`config.mk`:
```
export PLATFORM = sky130hd
export DESIGN_NAME = tl_rx_write_handler
export DESIGN_NICKNAME = d
export VERILOG_FILES = /design/src/source/tl_rx_pkg.sv /design/src/source/tlp_hdr_decoder.sv /design/src/source/rx_sequencer.sv /design/src/source/vc_write_demux.sv /design/src/source/tl_rx_write_handler.sv
export VERILOG_INCLUDE_DIRS = /design/src /design/src/include
export SDC_FILE = /design/constraint.sdc
export NUM_CORES = 1
export LEC_CHECK = 0
export BUFFER_PORTS_ARGS = -buffer_cell sky130_fd_sc_hd__buf_2
export CAP_MARGIN = 10
export CORE_AREA = 2 2 557 559
export CTS_CLUSTER_SIZE = 20
export DETAILED_ROUTE_END_ITERATION = 7
export DIE_AREA = 0 0 559 561
export GPL_TIMING_DRIVEN = 0
export PLACE_DENSITY = 0.3
export SYNTH_ARGS = -nofsm -noshare
export SYNTH_HDL_FRONTEND = slang
export SYNTH_SLANG_ARGS = --single-unit
```
`constraint.sdc`:
```
create_clock -name i_clk -period 4.4 [get_ports i_clk]
set_input_delay 0.88 -clock i_clk [delete_from_list [all_inputs] [get_ports i_clk]]
set_output_delay 0.88 -clock i_clk [all_outputs]
set_load 0.005 [all_outputs]
```
`src/include/tl_rx_defines.svh`:
```
// receive write handler widths shared by the package and the RTL
`ifndef TL_RX_DEFINES_SVH
`define TL_RX_DEFINES_SVH

// double word and beat geometry
`define DW_W        32
`define BEAT_DW     8

// receive bus from the data-link layer
`define TLP_BUS_W   256

// header slice, top 4 DW of the header beat
`define HDR_W       128

// length field of DW0, 0 encodes 1024
`define LEN_W       10

// largest TLP is 1029 DW, 129 beats
`define BEAT_CNT_W  8

`define VC_CTRL_W   5   // valid, hdr write, status, has data

`endif

```
`src/source/tl_rx_pkg.sv`:
```
// receive write handler package with buffer classes, fsm states and VC port types
`default_nettype none

`include "tl_rx_defines.svh"

package tl_rx_pkg;

    typedef enum logic [1:0] {
        POSTED     = 2'b00,
        NON_POSTED = 2'b01,
        COMPLETION = 2'b10
    } buf_class_e;  // 2'b11 not used

    typedef enum logic [1:0] {
        ST_IDLE  = 2'b00,
        ST_HDR   = 2'b01,
        ST_DATA  = 2'b10,
        ST_CHECK = 2'b11
    } rx_state_e;

    // {fmt[2:0], type[4:0]} codes, ? bits are don't care in casez
    localparam logic [7:0] FT_MRD_32    = 8'b0000_0000;
    localparam logic [7:0] FT_MRD_64    = 8'b0010_0000;
    localparam logic [7:0] FT_MRDLK_32  = 8'b0000_0001;
    localparam logic [7:0] FT_MRDLK_64  = 8'b0010_0001;
    localparam logic [7:0] FT_MWR_32    = 8'b0100_0000;
    localparam logic [7:0] FT_MWR_64    = 8'b0110_0000;
    localparam logic [7:0] FT_IORD      = 8'b0000_0010;
    localparam logic [7:0] FT_IOWR      = 8'b0100_0010;
    localparam logic [7:0] FT_CFGRD0    = 8'b0000_0100;
    localparam logic [7:0] FT_CFGWR0    = 8'b0100_0100;
    localparam logic [7:0] FT_CFGRD1    = 8'b0000_0101;
    localparam logic [7:0] FT_CFGWR1    = 8'b0100_0101;
    localparam logic [7:0] FT_MSG       = 8'b0011_00??;   // routing in low bits
    localparam logic [7:0] FT_MSGD      = 8'b0111_00??;
    localparam logic [7:0] FT_CPL       = 8'b0000_1010;
    localparam logic [7:0] FT_CPLD      = 8'b0100_1010;
    localparam logic [7:0] FT_CPLLK     = 8'b0000_1011;
    localparam logic [7:0] FT_CPLDLK    = 8'b0100_1011;
    localparam logic [7:0] FT_FETCHADD  = 8'b01?0_1100;   // 32 or 64 bit address
    localparam logic [7:0] FT_SWAP      = 8'b01?0_1101;
    localparam logic [7:0] FT_CAS       = 8'b01?0_1110;

    // fmt[1:0], header size and data presence
    localparam logic [1:0] FMT_H3  = 2'b00;
    localparam logic [1:0] FMT_H4  = 2'b01;
    localparam logic [1:0] FMT_H3D = 2'b10;
    localparam logic [1:0] FMT_H4D = 2'b11;

    typedef struct packed {
        buf_class_e buf_class;
        logic       has_data;
    } tlp_info_t;

    typedef struct packed {
        logic      valid;
        logic      hdr_wr;
        rx_state_e status;      // next state of the sequencer
        logic      has_data;
    } vc_ctrl_t;

    typedef struct packed {
        logic [`HDR_W-1:0]     hdr;
        logic [`TLP_BUS_W-1:0] data;
        vc_ctrl_t              ctrl;
    } vc_port_t;

    typedef struct packed {
        logic p_hdr;
        logic p_data;
        logic np_hdr;
        logic np_data;
        logic cpl_hdr;
        logic cpl_data;
    } vc_full_t;

endpackage

`default_nettype wire

```
`src/source/tlp_hdr_decoder.sv`:
```
// header decoder, maps fmt/type to a buffer class and length to a beat count
`timescale 1ns/1ps
`default_nettype none

`include "tl_rx_defines.svh"

module tlp_hdr_decoder
    import tl_rx_pkg::*;
(
    input  wire                     i_clk,
    input  wire                     i_n_rst,
    input  wire                     i_sop_ld,       // header beat on the bus
    input  wire  [`TLP_BUS_W-1:0]   i_tlp,
    output tlp_info_t               o_info,
    output logic [`BEAT_CNT_W-1:0]  o_num_beats     // beats after the header beat
);

    logic [`HDR_W-1:0]  hdr;
    logic [`DW_W-1:0]   hdr_dw0;
    logic [2:0]         fmt;
    logic [4:0]         typ;
    logic               td;
    logic [`LEN_W-1:0]  len;
    logic [10:0]        len_dw;
    logic [10:0]        total_dw;   // up to 4 + 1 + 1024
    logic [10:0]        beats_m1;
    tlp_info_t          info_live;
    tlp_info_t          info_reg;

    assign hdr     = i_tlp[`TLP_BUS_W-1 -: `HDR_W];
    assign hdr_dw0 = hdr[`HDR_W-1 -: `DW_W];
    assign fmt     = hdr_dw0[31:29];
    assign typ     = hdr_dw0[28:24];
    assign td      = hdr_dw0[15];
    assign len     = hdr_dw0[`LEN_W-1:0];

    // class and data flag from the fmt/type byte
    always_comb begin
        info_live = '{buf_class: POSTED, has_data: 1'b0};
        casez ({fmt, typ})
            FT_MRD_32, FT_MRD_64, FT_MRDLK_32, FT_MRDLK_64,
            FT_IORD, FT_CFGRD0, FT_CFGRD1: begin
                info_live = '{buf_class: NON_POSTED, has_data: 1'b0};
            end
            FT_MWR_32, FT_MWR_64, FT_MSGD: begin
                info_live = '{buf_class: POSTED, has_data: 1'b1};
            end
            FT_IOWR, FT_CFGWR0, FT_CFGWR1,
            FT_FETCHADD, FT_SWAP, FT_CAS: begin
                info_live = '{buf_class: NON_POSTED, has_data: 1'b1};
            end
            FT_MSG: begin
                info_live = '{buf_class: POSTED, has_data: 1'b0};
            end
            FT_CPL, FT_CPLLK: begin
                info_live = '{buf_class: COMPLETION, has_data: 1'b0};
            end
            FT_CPLD, FT_CPLDLK: begin
                info_live = '{buf_class: COMPLETION, has_data: 1'b1};
            end
            default: begin
                info_live = '{buf_class: POSTED, has_data: 1'b0};
            end
        endcase
    end

    assign len_dw = (len == '0) ? 11'd1024 : 11'(len);

    // header DWs, digest DW, payload DWs
    always_comb begin
        case (fmt[1:0])
            FMT_H3:  total_dw = 11'd3 + 11'(td);
            FMT_H4:  total_dw = 11'd4 + 11'(td);
            FMT_H3D: total_dw = 11'd3 + 11'(td) + len_dw;
            FMT_H4D: total_dw = 11'd4 + 11'(td) + len_dw;
            default: total_dw = 11'd3;
        endcase
    end

    // ceil(total_dw / 8) - 1
    assign beats_m1    = (total_dw - 11'd1) / `BEAT_DW;
    assign o_num_beats = beats_m1[`BEAT_CNT_W-1:0];

    always_ff @(posedge i_clk or negedge i_n_rst) begin
        if (!i_n_rst) begin
            info_reg <= '{buf_class: POSTED, has_data: 1'b0};
        end else if (i_sop_ld) begin
            info_reg <= info_live;
        end
    end

    // live decode while the header beat is on the bus
    assign o_info = i_sop_ld ? info_live : info_reg;

endmodule

`default_nettype wire

```
`src/source/rx_sequencer.sv`:
```
// receive sequencer, walks a TLP through header, data and check states
`timescale 1ns/1ps
`default_nettype none

`include "tl_rx_defines.svh"

module rx_sequencer
    import tl_rx_pkg::*;
(
    input  wire                     i_clk,
    input  wire                     i_n_rst,
    input  wire                     i_sop,
    input  wire                     i_blk,
    input  wire                     i_rcv_error,
    input  wire  tlp_info_t         i_info,
    input  wire  [`BEAT_CNT_W-1:0]  i_num_beats,
    output logic                    o_sop_ld,
    output vc_ctrl_t                o_ctrl
);

    rx_state_e              state;
    rx_state_e              next_state;
    logic [`BEAT_CNT_W-1:0] beat_cnt;
    logic                   accept;
    logic                   last_beat;
    logic                   valid;

    // load on any sop seen in idle so blocking is judged on the new class
    assign o_sop_ld  = (state == ST_IDLE) && i_sop;
    assign accept    = o_sop_ld && !i_blk;     // blocked sop is dropped
    assign last_beat = (beat_cnt == '0);

    always_ff @(posedge i_clk or negedge i_n_rst) begin
        if (!i_n_rst) begin
            state <= ST_IDLE;
        end else begin
            state <= next_state;
        end
    end

    // remaining beats after the current one
    always_ff @(posedge i_clk or negedge i_n_rst) begin
        if (!i_n_rst) begin
            beat_cnt <= '0;
        end else if (accept) begin
            beat_cnt <= i_num_beats;
        end else if (!last_beat) begin
            beat_cnt <= beat_cnt - 1'b1;
        end
    end

    always_comb begin
        next_state = state;
        valid      = 1'b0;
        case (state)
            ST_IDLE: begin
                if (accept) begin
                    next_state = ST_HDR;
                end
            end
            ST_HDR: begin
                if (i_blk || i_rcv_error) begin
                    next_state = ST_IDLE;     // abandon, no write
                end else if (!last_beat) begin
                    next_state = ST_DATA;
                end else begin
                    next_state = ST_CHECK;    // single beat TLP
                end
            end
            ST_DATA: begin
                if (i_blk) begin
                    next_state = ST_IDLE;
                end else if (last_beat) begin
                    next_state = ST_CHECK;
                end
            end
            ST_CHECK: begin
                next_state = ST_IDLE;
                valid      = !i_rcv_error;    // commit unless flagged
            end
            default: begin
                next_state = ST_IDLE;
            end
        endcase
    end

    assign o_ctrl = '{
        valid:    valid,
        hdr_wr:   accept,
        status:   next_state,
        has_data: i_info.has_data
    };

endmodule

`default_nettype wire

```
`src/source/vc_write_demux.sv`:
```
// VC write demux, blocking from full flags and routing of the beat to its class port
`timescale 1ns/1ps
`default_nettype none

`include "tl_rx_defines.svh"

module vc_write_demux
    import tl_rx_pkg::*;
(
    input  wire  tlp_info_t         i_info,
    input  wire  vc_full_t          i_full,
    input  wire  [`TLP_BUS_W-1:0]   i_tlp,
    input  wire  vc_ctrl_t          i_ctrl,
    output logic                    o_blk,
    output vc_port_t                o_posted,
    output vc_port_t                o_non_posted,
    output vc_port_t                o_completion
);

    vc_port_t beat;

    // either buffer of the class being full stops the TLP
    always_comb begin
        case (i_info.buf_class)
            POSTED:     o_blk = i_full.p_hdr   | i_full.p_data;
            NON_POSTED: o_blk = i_full.np_hdr  | i_full.np_data;
            COMPLETION: o_blk = i_full.cpl_hdr | i_full.cpl_data;
            default:    o_blk = 1'b0;
        endcase
    end

    assign beat = '{
        hdr:  i_tlp[`TLP_BUS_W-1 -: `HDR_W],
        data: i_tlp,
        ctrl: i_ctrl
    };

    always_comb begin
        o_posted     = '0;
        o_non_posted = '0;
        o_completion = '0;
        case (i_info.buf_class)
            POSTED:     o_posted     = beat;
            NON_POSTED: o_non_posted = beat;
            COMPLETION: o_completion = beat;
            default: begin
                // unused class code, all ports idle
            end
        endcase
    end

endmodule

`default_nettype wire

```
`src/source/tl_rx_write_handler.sv`:
```
// transaction layer receive write handler, routes incoming TLPs to VC buffers
`timescale 1ns/1ps
`default_nettype none

`include "tl_rx_defines.svh"

module tl_rx_write_handler
    import tl_rx_pkg::*;
(
    input  wire                     i_clk,
    input  wire                     i_n_rst,
    input  wire                     i_dll_rcv_sop,
    input  wire  [`TLP_BUS_W-1:0]   i_dll_rcv_tlp,
    input  wire  vc_full_t          i_vc0_full,
    input  wire                     i_rcv_error,
    output logic                    o_tlp_rcv_blk,
    output vc_port_t                o_w_posted,
    output vc_port_t                o_w_non_posted,
    output vc_port_t                o_w_completion
);

    tlp_info_t              info;
    logic [`BEAT_CNT_W-1:0] num_beats;
    logic                   sop_ld;
    vc_ctrl_t               ctrl;

    tlp_hdr_decoder u_hdr_decoder (
        .i_clk       (i_clk),
        .i_n_rst     (i_n_rst),
        .i_sop_ld    (sop_ld),
        .i_tlp       (i_dll_rcv_tlp),
        .o_info      (info),
        .o_num_beats (num_beats)
    );

    rx_sequencer u_sequencer (
        .i_clk       (i_clk),
        .i_n_rst     (i_n_rst),
        .i_sop       (i_dll_rcv_sop),
        .i_blk       (o_tlp_rcv_blk),
        .i_rcv_error (i_rcv_error),
        .i_info      (info),
        .i_num_beats (num_beats),
        .o_sop_ld    (sop_ld),
        .o_ctrl      (ctrl)
    );

    vc_write_demux u_demux (
        .i_info       (info),
        .i_full       (i_vc0_full),
        .i_tlp        (i_dll_rcv_tlp),
        .i_ctrl       (ctrl),
        .o_blk        (o_tlp_rcv_blk),
        .o_posted     (o_w_posted),
        .o_non_posted (o_w_non_posted),
        .o_completion (o_w_completion)
    );

endmodule

`default_nettype wire

```
==> results of run 1 <==
-- routing by layer --
metal | part of all wire, % | up-vias
met5 | 0.065 | -
met4 | 4.4 | 22
met3 | 15 | 243
met2 | 43 | 1587
met1 | 38 | 8148
li1 | - | 6915
-- worst paths after layout --
check	from	endpoint	slack (ps)
min reg2reg	u_sequencer.beat_cnt[4]	u_sequencer.beat_cnt[4]	600
min in group i_clk	u_sequencer.beat_cnt[4]	u_sequencer.beat_cnt[4]	600
max in group asynchronous	i_n_rst	u_sequencer.beat_cnt[6]	3600
min	i_n_rst	u_sequencer.state[0]	540
max	i_dll_rcv_tlp[251]	o_w_completion[361]	30
max reg2reg	u_sequencer.state[1]	u_sequencer.beat_cnt[3]	1830
-- final cells by class --
class / count / share of cell area (%)
well taps: 4120 / 22.8
diodes: 43 / 0.475
multi-input cells: 922 / 26.1
plain buffers: 476 / 15.7
inverters: 12 / 0.226
clock buffers: 4 / 0.348
repair buffers: 1442 / 33.0
flip-flops and latches: 13 / 1.44
-- power by group --
part / internal, uW / switching, uW / leakage [uW]
clock: 123 / 53.4 / 0.0000384
sequential: 158 / 29.8 / 0.000168
combinational: 829 / 1480 / 0.0120
total: 1110 / 1560 / 0.0122
-- kinds of logic after synthesis --
logic type	after synthesis	share of synthesized area, %
AND/OR/NAND/NOR	859	55.2
buffers and inverters	489	35.2
AO/OA/AOI/OAI	29	2.44
XOR/XNOR	16	1.48
flip-flops	13	3.43
multiplexers	12	1.33
adder cells (fa/ha/maj)	6	0.870
-- through the flow --
| step | TNS, ps | hold slack, ps | instances | total power (uW) | setup WS (ps) |
|---|---|---|---|---|---|
| 6_report | 0 | 537 | 7032 | 2670 | 26.6 |
| 2_1_floorplan | 0 | 499 | 1424 | 927 | 847 |
| 4_1_cts | 0 | 539 | 6989 | 2710 | 19.0 |
| 3_3_place_gp | -1280200 | 558 | 6972 | 2480 | -2480 |
| 3_5_place_dp | -871320 | 579 | 6976 | 2480 | -1970 |
| 5_1_grt | 0 | 562 | 6997 | 2840 | 0.0189 |
-- repair_timing --
item / 4_1_cts / 5_1_grt
buffers inserted: 9 / 0
gates resized for setup: 133 / 37
cloned: 1 / 0
pin swaps: 5 / 1
setup endpoints to repair: 1090 / 157
-- cells in the final DEF, fill, tap and decap left out, types with 3 or more instances in the layout --
master | Yosys | final
clkbuf_16 | 0 | 3
diode_2 | 0 | 43
buf_16 | 0 | 4
buf_8 | 0 | 3
nor3_1 | 16 | 16
xnor2_1 | 8 | 8
buf_12 | 0 | 8
buf_4 | 384 | 407
nand2b_1 | 3 | 3
inv_1 | 11 | 10
clkbuf_8 | 0 | 4
clkbuf_1 | 45 | 26
xor2_1 | 8 | 8
and2_4 | 0 | 8
mux2i_1 | 10 | 10
ha_1 | 5 | 5
nor2b_1 | 3 | 3
buf_6 | 1 | 9
and2_2 | 0 | 25
dfrtp_1 | 13 | 13
clkbuf_2 | 0 | 8
nor2_2 | 2 | 4
o21ai_0 | 3 | 3
a21oi_1 | 8 | 8
nand3_1 | 6 | 6
clkbuf_4 | 0 | 29
nand2_1 | 15 | 14
nor4_1 | 3 | 3
buf_2 | 46 | 1419
and2_1 | 756 | 723
nor2_1 | 39 | 36
==> impl_metrics.py, run 1 <==
metrics = {
    "final_layout": {
        "drive_gt1_share_pct": 68.0,
        "fin_area_um2": 22700,
        "area_growth_pct": 139,
        "largest_reg_flops": 8,
        "multi_input_area_um2": 5920,
        "utilization_pct": 7.36,
        "fill_cells": 36700,
        "final_nets": 3142,
        "regArea_um2": 325,
    },
    "setup_path": {
        "cp_max_fo": 9,
        "worst_path_max_delay_cell": "nor2_1",
        "critical_path_class": "input pin to output pin",
        "worst_setup_path_end_kind": "output pin",
        "cp_num_cells": 10,
        "path_delay_family": "simple AND/OR/NAND/NOR gates",
        "crit_chain": "buf_2 -> clkinvlp_4 -> mux2i_1 -> o32ai_2 -> nand4_4 -> buf_4 -> nand3_1 -> nor2_1 -> buf_4 -> buf_2",
        "arrival_ps": 3490,
        "reg2reg_depth": 8,
        "slowest_delay_ps": 620,
        "required_ps": 3520,
        "worstSetupStartpointType": "input pin",
        "cp.buffers_inverters": 5,
    },
    "clocking": {
        "cts_tree": "built",
        "cts_buffers": 3,
        "insertion_delay_ps": 250,
        "clk_pin_slew_ps": 50,
        "ctsHoldBuffers": 0,
        "htreeDepth": 1,
        "clock_path_buffers": 2,
        "root_buffer": "clkbuf_16",
        "cts_num_sinks": 13,
    },
    "sta": {
        "setup_viol": 0,
        "fin_worst_skew_ps": 5.13,
        "finalCriticalPeriod_ps": 4370,
        "slew_headroom_pct": 37.6,
        "hold_violations": 0,
        "worst_pin_slew_ps": 936,
        "grt_setup_unrepaired": "false",
        "fin_crit_sh_pct": 99.4,
        "max_freq_mhz": 229,
        "drv_slew": 0,
    },
    "routing": {
        "ant_nets": 0,
        "vias": 16900,
        "drtIter0Drc": 1068,
        "drcViolationCount": 0,
        "via_per_inst": 2.41,
        "wirelength_mm": 217,
        "wl_per_cell_um": 30.8,
        "dr.pass1.iters": 5,
    },
    "floorplanning": {
        "core_um2": 308000,
        "start_util_pct": 3.08,
        "dieArea_um2": 314000,
        "die_h_um": 561,
        "die_width_um": 559,
        "pin_count": 1434,
        "rows": 204,
    },
    "power_and_ir_drop": {
        "p_leak_uw": 0.0122,
        "power_density_nw_per_um2": 118,
        "ir_worst_vdd_mv": 0.130,
    },
    "global_route": {
        "grt_max_degree": 15,
        "grt_first_pass_wirelength_mm": 251,
        "use_met3_pct": 7.94,
        "overflow": 0,
        "grt_use_total_pct": 13.1,
        "grt_pass1_vias": 16400,
        "grtUsageMet2_pct": 20.3,
        "gr-usage-met1_pct": 14.7,
        "grt-busiest-layer": "met2",
        "antenna_found_initial": 159,
    },
    "synthesis": {
        "ys_types": 54,
        "syn_nets": 1696,
        "synth_edf_count": 0,
        "yosys-top-cells-area": "and2_1 (50%), buf_4 (30%), dfrtp_1 (3.4%)",
        "syn_area_per_cell_um2": 6.66,
        "ys_warn_count": 0,
        "netlist_instances": 1424,
        "yosysTopAreaCell": "and2_1",
        "synth_most_common_cell": "and2_1",
        "synth_ff_type": "dfrtp_1",
        "synth_commonest_cells": "and2_1 (756), buf_4 (384), buf_2 (46), clkbuf_1 (45), nor2_1 (39)",
        "synth_top_cell_area_share_pct": 49.8,
        "yosysSeqAreaShare_pct": 3.43,
        "synth_area_um2": 9490,
        "ys_ff_latch": 13,
        "async_flop_share_pct": 100,
    },
    "placed_design": {
        "dpl_cell_area_um2": 21900,
        "dp_hpwl_mm": 202,
        "portBuffers": 1428,
        "finalWeightedCongestion": 0.967,
    },
    "status": {
        "status": "completed",
    },
    "min_path": {
        "hold_class": "input pin to async pin",
    },
    "job": {
        "max_cap_viol_count": 0,
    },
}
Power figures use the tool's default switching activity.
==> run 2, diff against run 1 <==
==> constraint.sdc (replaced) <==
create_clock -name i_clk -period 4.4 [get_ports i_clk]
set_input_delay 0.88 -clock i_clk [delete_from_list [all_inputs] [get_ports i_clk]]
set_output_delay 0.88 -clock i_clk [all_outputs]
set_load 0.01 [all_outputs]
==> run 2 against run 1 <==
Compared with the run above:
- non-clock buffer count increased by 3
- wire length decreased by 0.39%
- die area unchanged
- clock power about the same
- total power increased by 6.5%
- clock-buffer cell count unchanged
- sequential cell count unchanged
- fmax about the same
- critical endpoint unchanged
- largest cell class unchanged
==> impl_metrics.py, run 2 (same netlist as run 1, synthesis figures left out) <==
metrics = {
    "routing": {
        "drtIter0Drc": 1009,
        "drcViolationCount": 0,
        "ant_nets": 0,
        "vias": 16900,
        "wl_per_cell_um": 30.7,
        "dr.pass1.iters": 7,
        "via_per_inst": 2.40,
        "wirelength_mm": 216,
    },
    "power_and_ir_drop": {
        "p_leak_uw": 0.0122,
        "p_clk_share_pct": 6.1,
        "power.share.sequential_pct": 6.6,
        "total_power_uw": 2840,
        "power_density_nw_per_um2": 125,
        "switching_share_pct": 60.7,
        "switchingPower_uw": 1730,
        "ir_worst_vdd_mv": 0.130,
        "internal_power_uw": 1120,
        "combPwrFrac_pct": 87.3,
    },
    "final_layout": {
        "instances_no_fill": 7035,
        "final_nets": 3145,
        "largest_reg_flops": 8,
        "multi_input_area_um2": 5950,
        "drive_gt1_share_pct": 68.3,
        "mostFrequentLayoutCells": "buf_2 (1419), and2_1 (717), buf_4 (417)",
        "area_growth_pct": 139,
        "fill_cells": 36700,
        "regArea_um2": 325,
        "final_common_cell": "buf_2",
    },
    "clocking": {
        "clock_path_buffers": 2,
        "clk_pin_slew_ps": 50,
        "htreeDepth": 1,
        "ctsHoldBuffers": 0,
        "cts_buffers": 3,
        "root_buffer": "clkbuf_16",
        "insertion_delay_ps": 240,
        "cts_tree": "built",
        "cts_num_sinks": 13,
    },
    "global_route": {
        "grt_first_pass_wirelength_mm": 251,
        "grt_use_total_pct": 13.1,
        "overflow": 0,
        "grt_pass1_vias": 16400,
        "antenna_found_initial": 158,
        "grt_max_degree": 14,
    },
    "setup_path": {
        "cp_max_fo": 9,
        "worst_setup_path_end_kind": "output pin",
        "critical_path_class": "input pin to output pin",
        "worstSetupStartpointType": "input pin",
        "arrival_ps": 3490,
        "required_ps": 3520,
        "reg2reg_depth": 8,
    },
    "sta": {
        "finalCriticalPeriod_ps": 4370,
        "slew_headroom_pct": 34.6,
        "worst_pin_slew_ps": 981,
        "fin_crit_sh_pct": 99.4,
        "hold_violations": 0,
        "fin_worst_skew_ps": 3.00,
        "max_freq_mhz": 229,
        "drv_slew": 0,
        "setup_viol": 0,
    },
    "floorplanning": {
        "die_width_um": 559,
        "dieArea_um2": 314000,
        "die_h_um": 561,
        "start_util_pct": 3.08,
        "rows": 204,
        "core_um2": 308000,
        "pin_count": 1434,
    },
    "placed_design": {
        "dp_hpwl_mm": 202,
        "place_inst": 6976,
        "portBuffers": 1428,
        "finalWeightedCongestion": 0.967,
    },
    "job": {
        "max_cap_viol_count": 0,
    },
    "status": {
        "status": "completed",
    },
    "min_path": {
        "hold_class": "input pin to async pin",
    },
}
run 2: power groups by stage:
stage	registers, uW	logic (uW)	clock network (uW)
2_1_floorplan	182	917	0
3_3_place_gp	188	2460	0
3_5_place_dp	188	2460	0
4_1_cts	187	2520	178
5_1_grt	193	2630	186
6_report	187	2480	175
run 2: area by class of cell:
cell class / count / share of cell area [%]
antenna: 43 / 0.474
buffer: 477 / 15.7
clock buffer: 4 / 0.347
inverter: 12 / 0.226
multi-input combinational: 922 / 26.2
sequential: 13 / 1.43
tap: 4120 / 22.7
timing repair buffer: 1444 / 32.9
run 2: metal layers:
layer	wire length, um	global-route usage (%)
met1	81800	14.7
met2	92400	20.3
met3	31800	7.77
met4	9650	4.53
met5	99	0.0151
run 2: path summary, 6_finish.rpt:
path	slack (ps)	startpoint	to
max in group asynchronous	3580	i_n_rst	u_sequencer.beat_cnt[6]
min reg2reg	600	u_sequencer.beat_cnt[4]	u_sequencer.beat_cnt[4]
max	30	i_dll_rcv_tlp[249]	o_w_completion[361]
min in group i_clk	600	u_sequencer.beat_cnt[4]	u_sequencer.beat_cnt[4]
max reg2reg	1830	u_sequencer.state[1]	u_sequencer.beat_cnt[3]
min	550	i_n_rst	u_sequencer.state[1]
run 2: timing repair:
| action | CTS | global route |
|---|---|---|
| resized for setup | 151 | 29 |
| endpoints found under the setup margin | 1108 | 98 |
| pin swaps | 5 | 1 |
| hold endpoints to repair | 0 | 0 |
| setup buffers | 10 | 2 |
run 2: stage by stage:
stage	setup TNS, ps	hold slack [ps]	setup slack [ps]	cell area [um^2]	util [%]
after floorplan	0	499	809	9490	-
after detailed placement	-890310	579	-1990	21900	7.12
after CTS	0	539	1.86	22500	7.31
after global placement	-1299470	558	-2490	21800	7.08
after global routing	-218	562	-18.7	22600	7.35
final	0	546	25.6	22700	7.38
run 2: critical path: stages:
cell and delay (ps):
buf_4 170, nor4b_2 180, a31oi_2 330, o32ai_4 160, nand4_4 160, buf_4 160
nand3_1 540, nor2_1 600, buf_4 190, buf_2 120
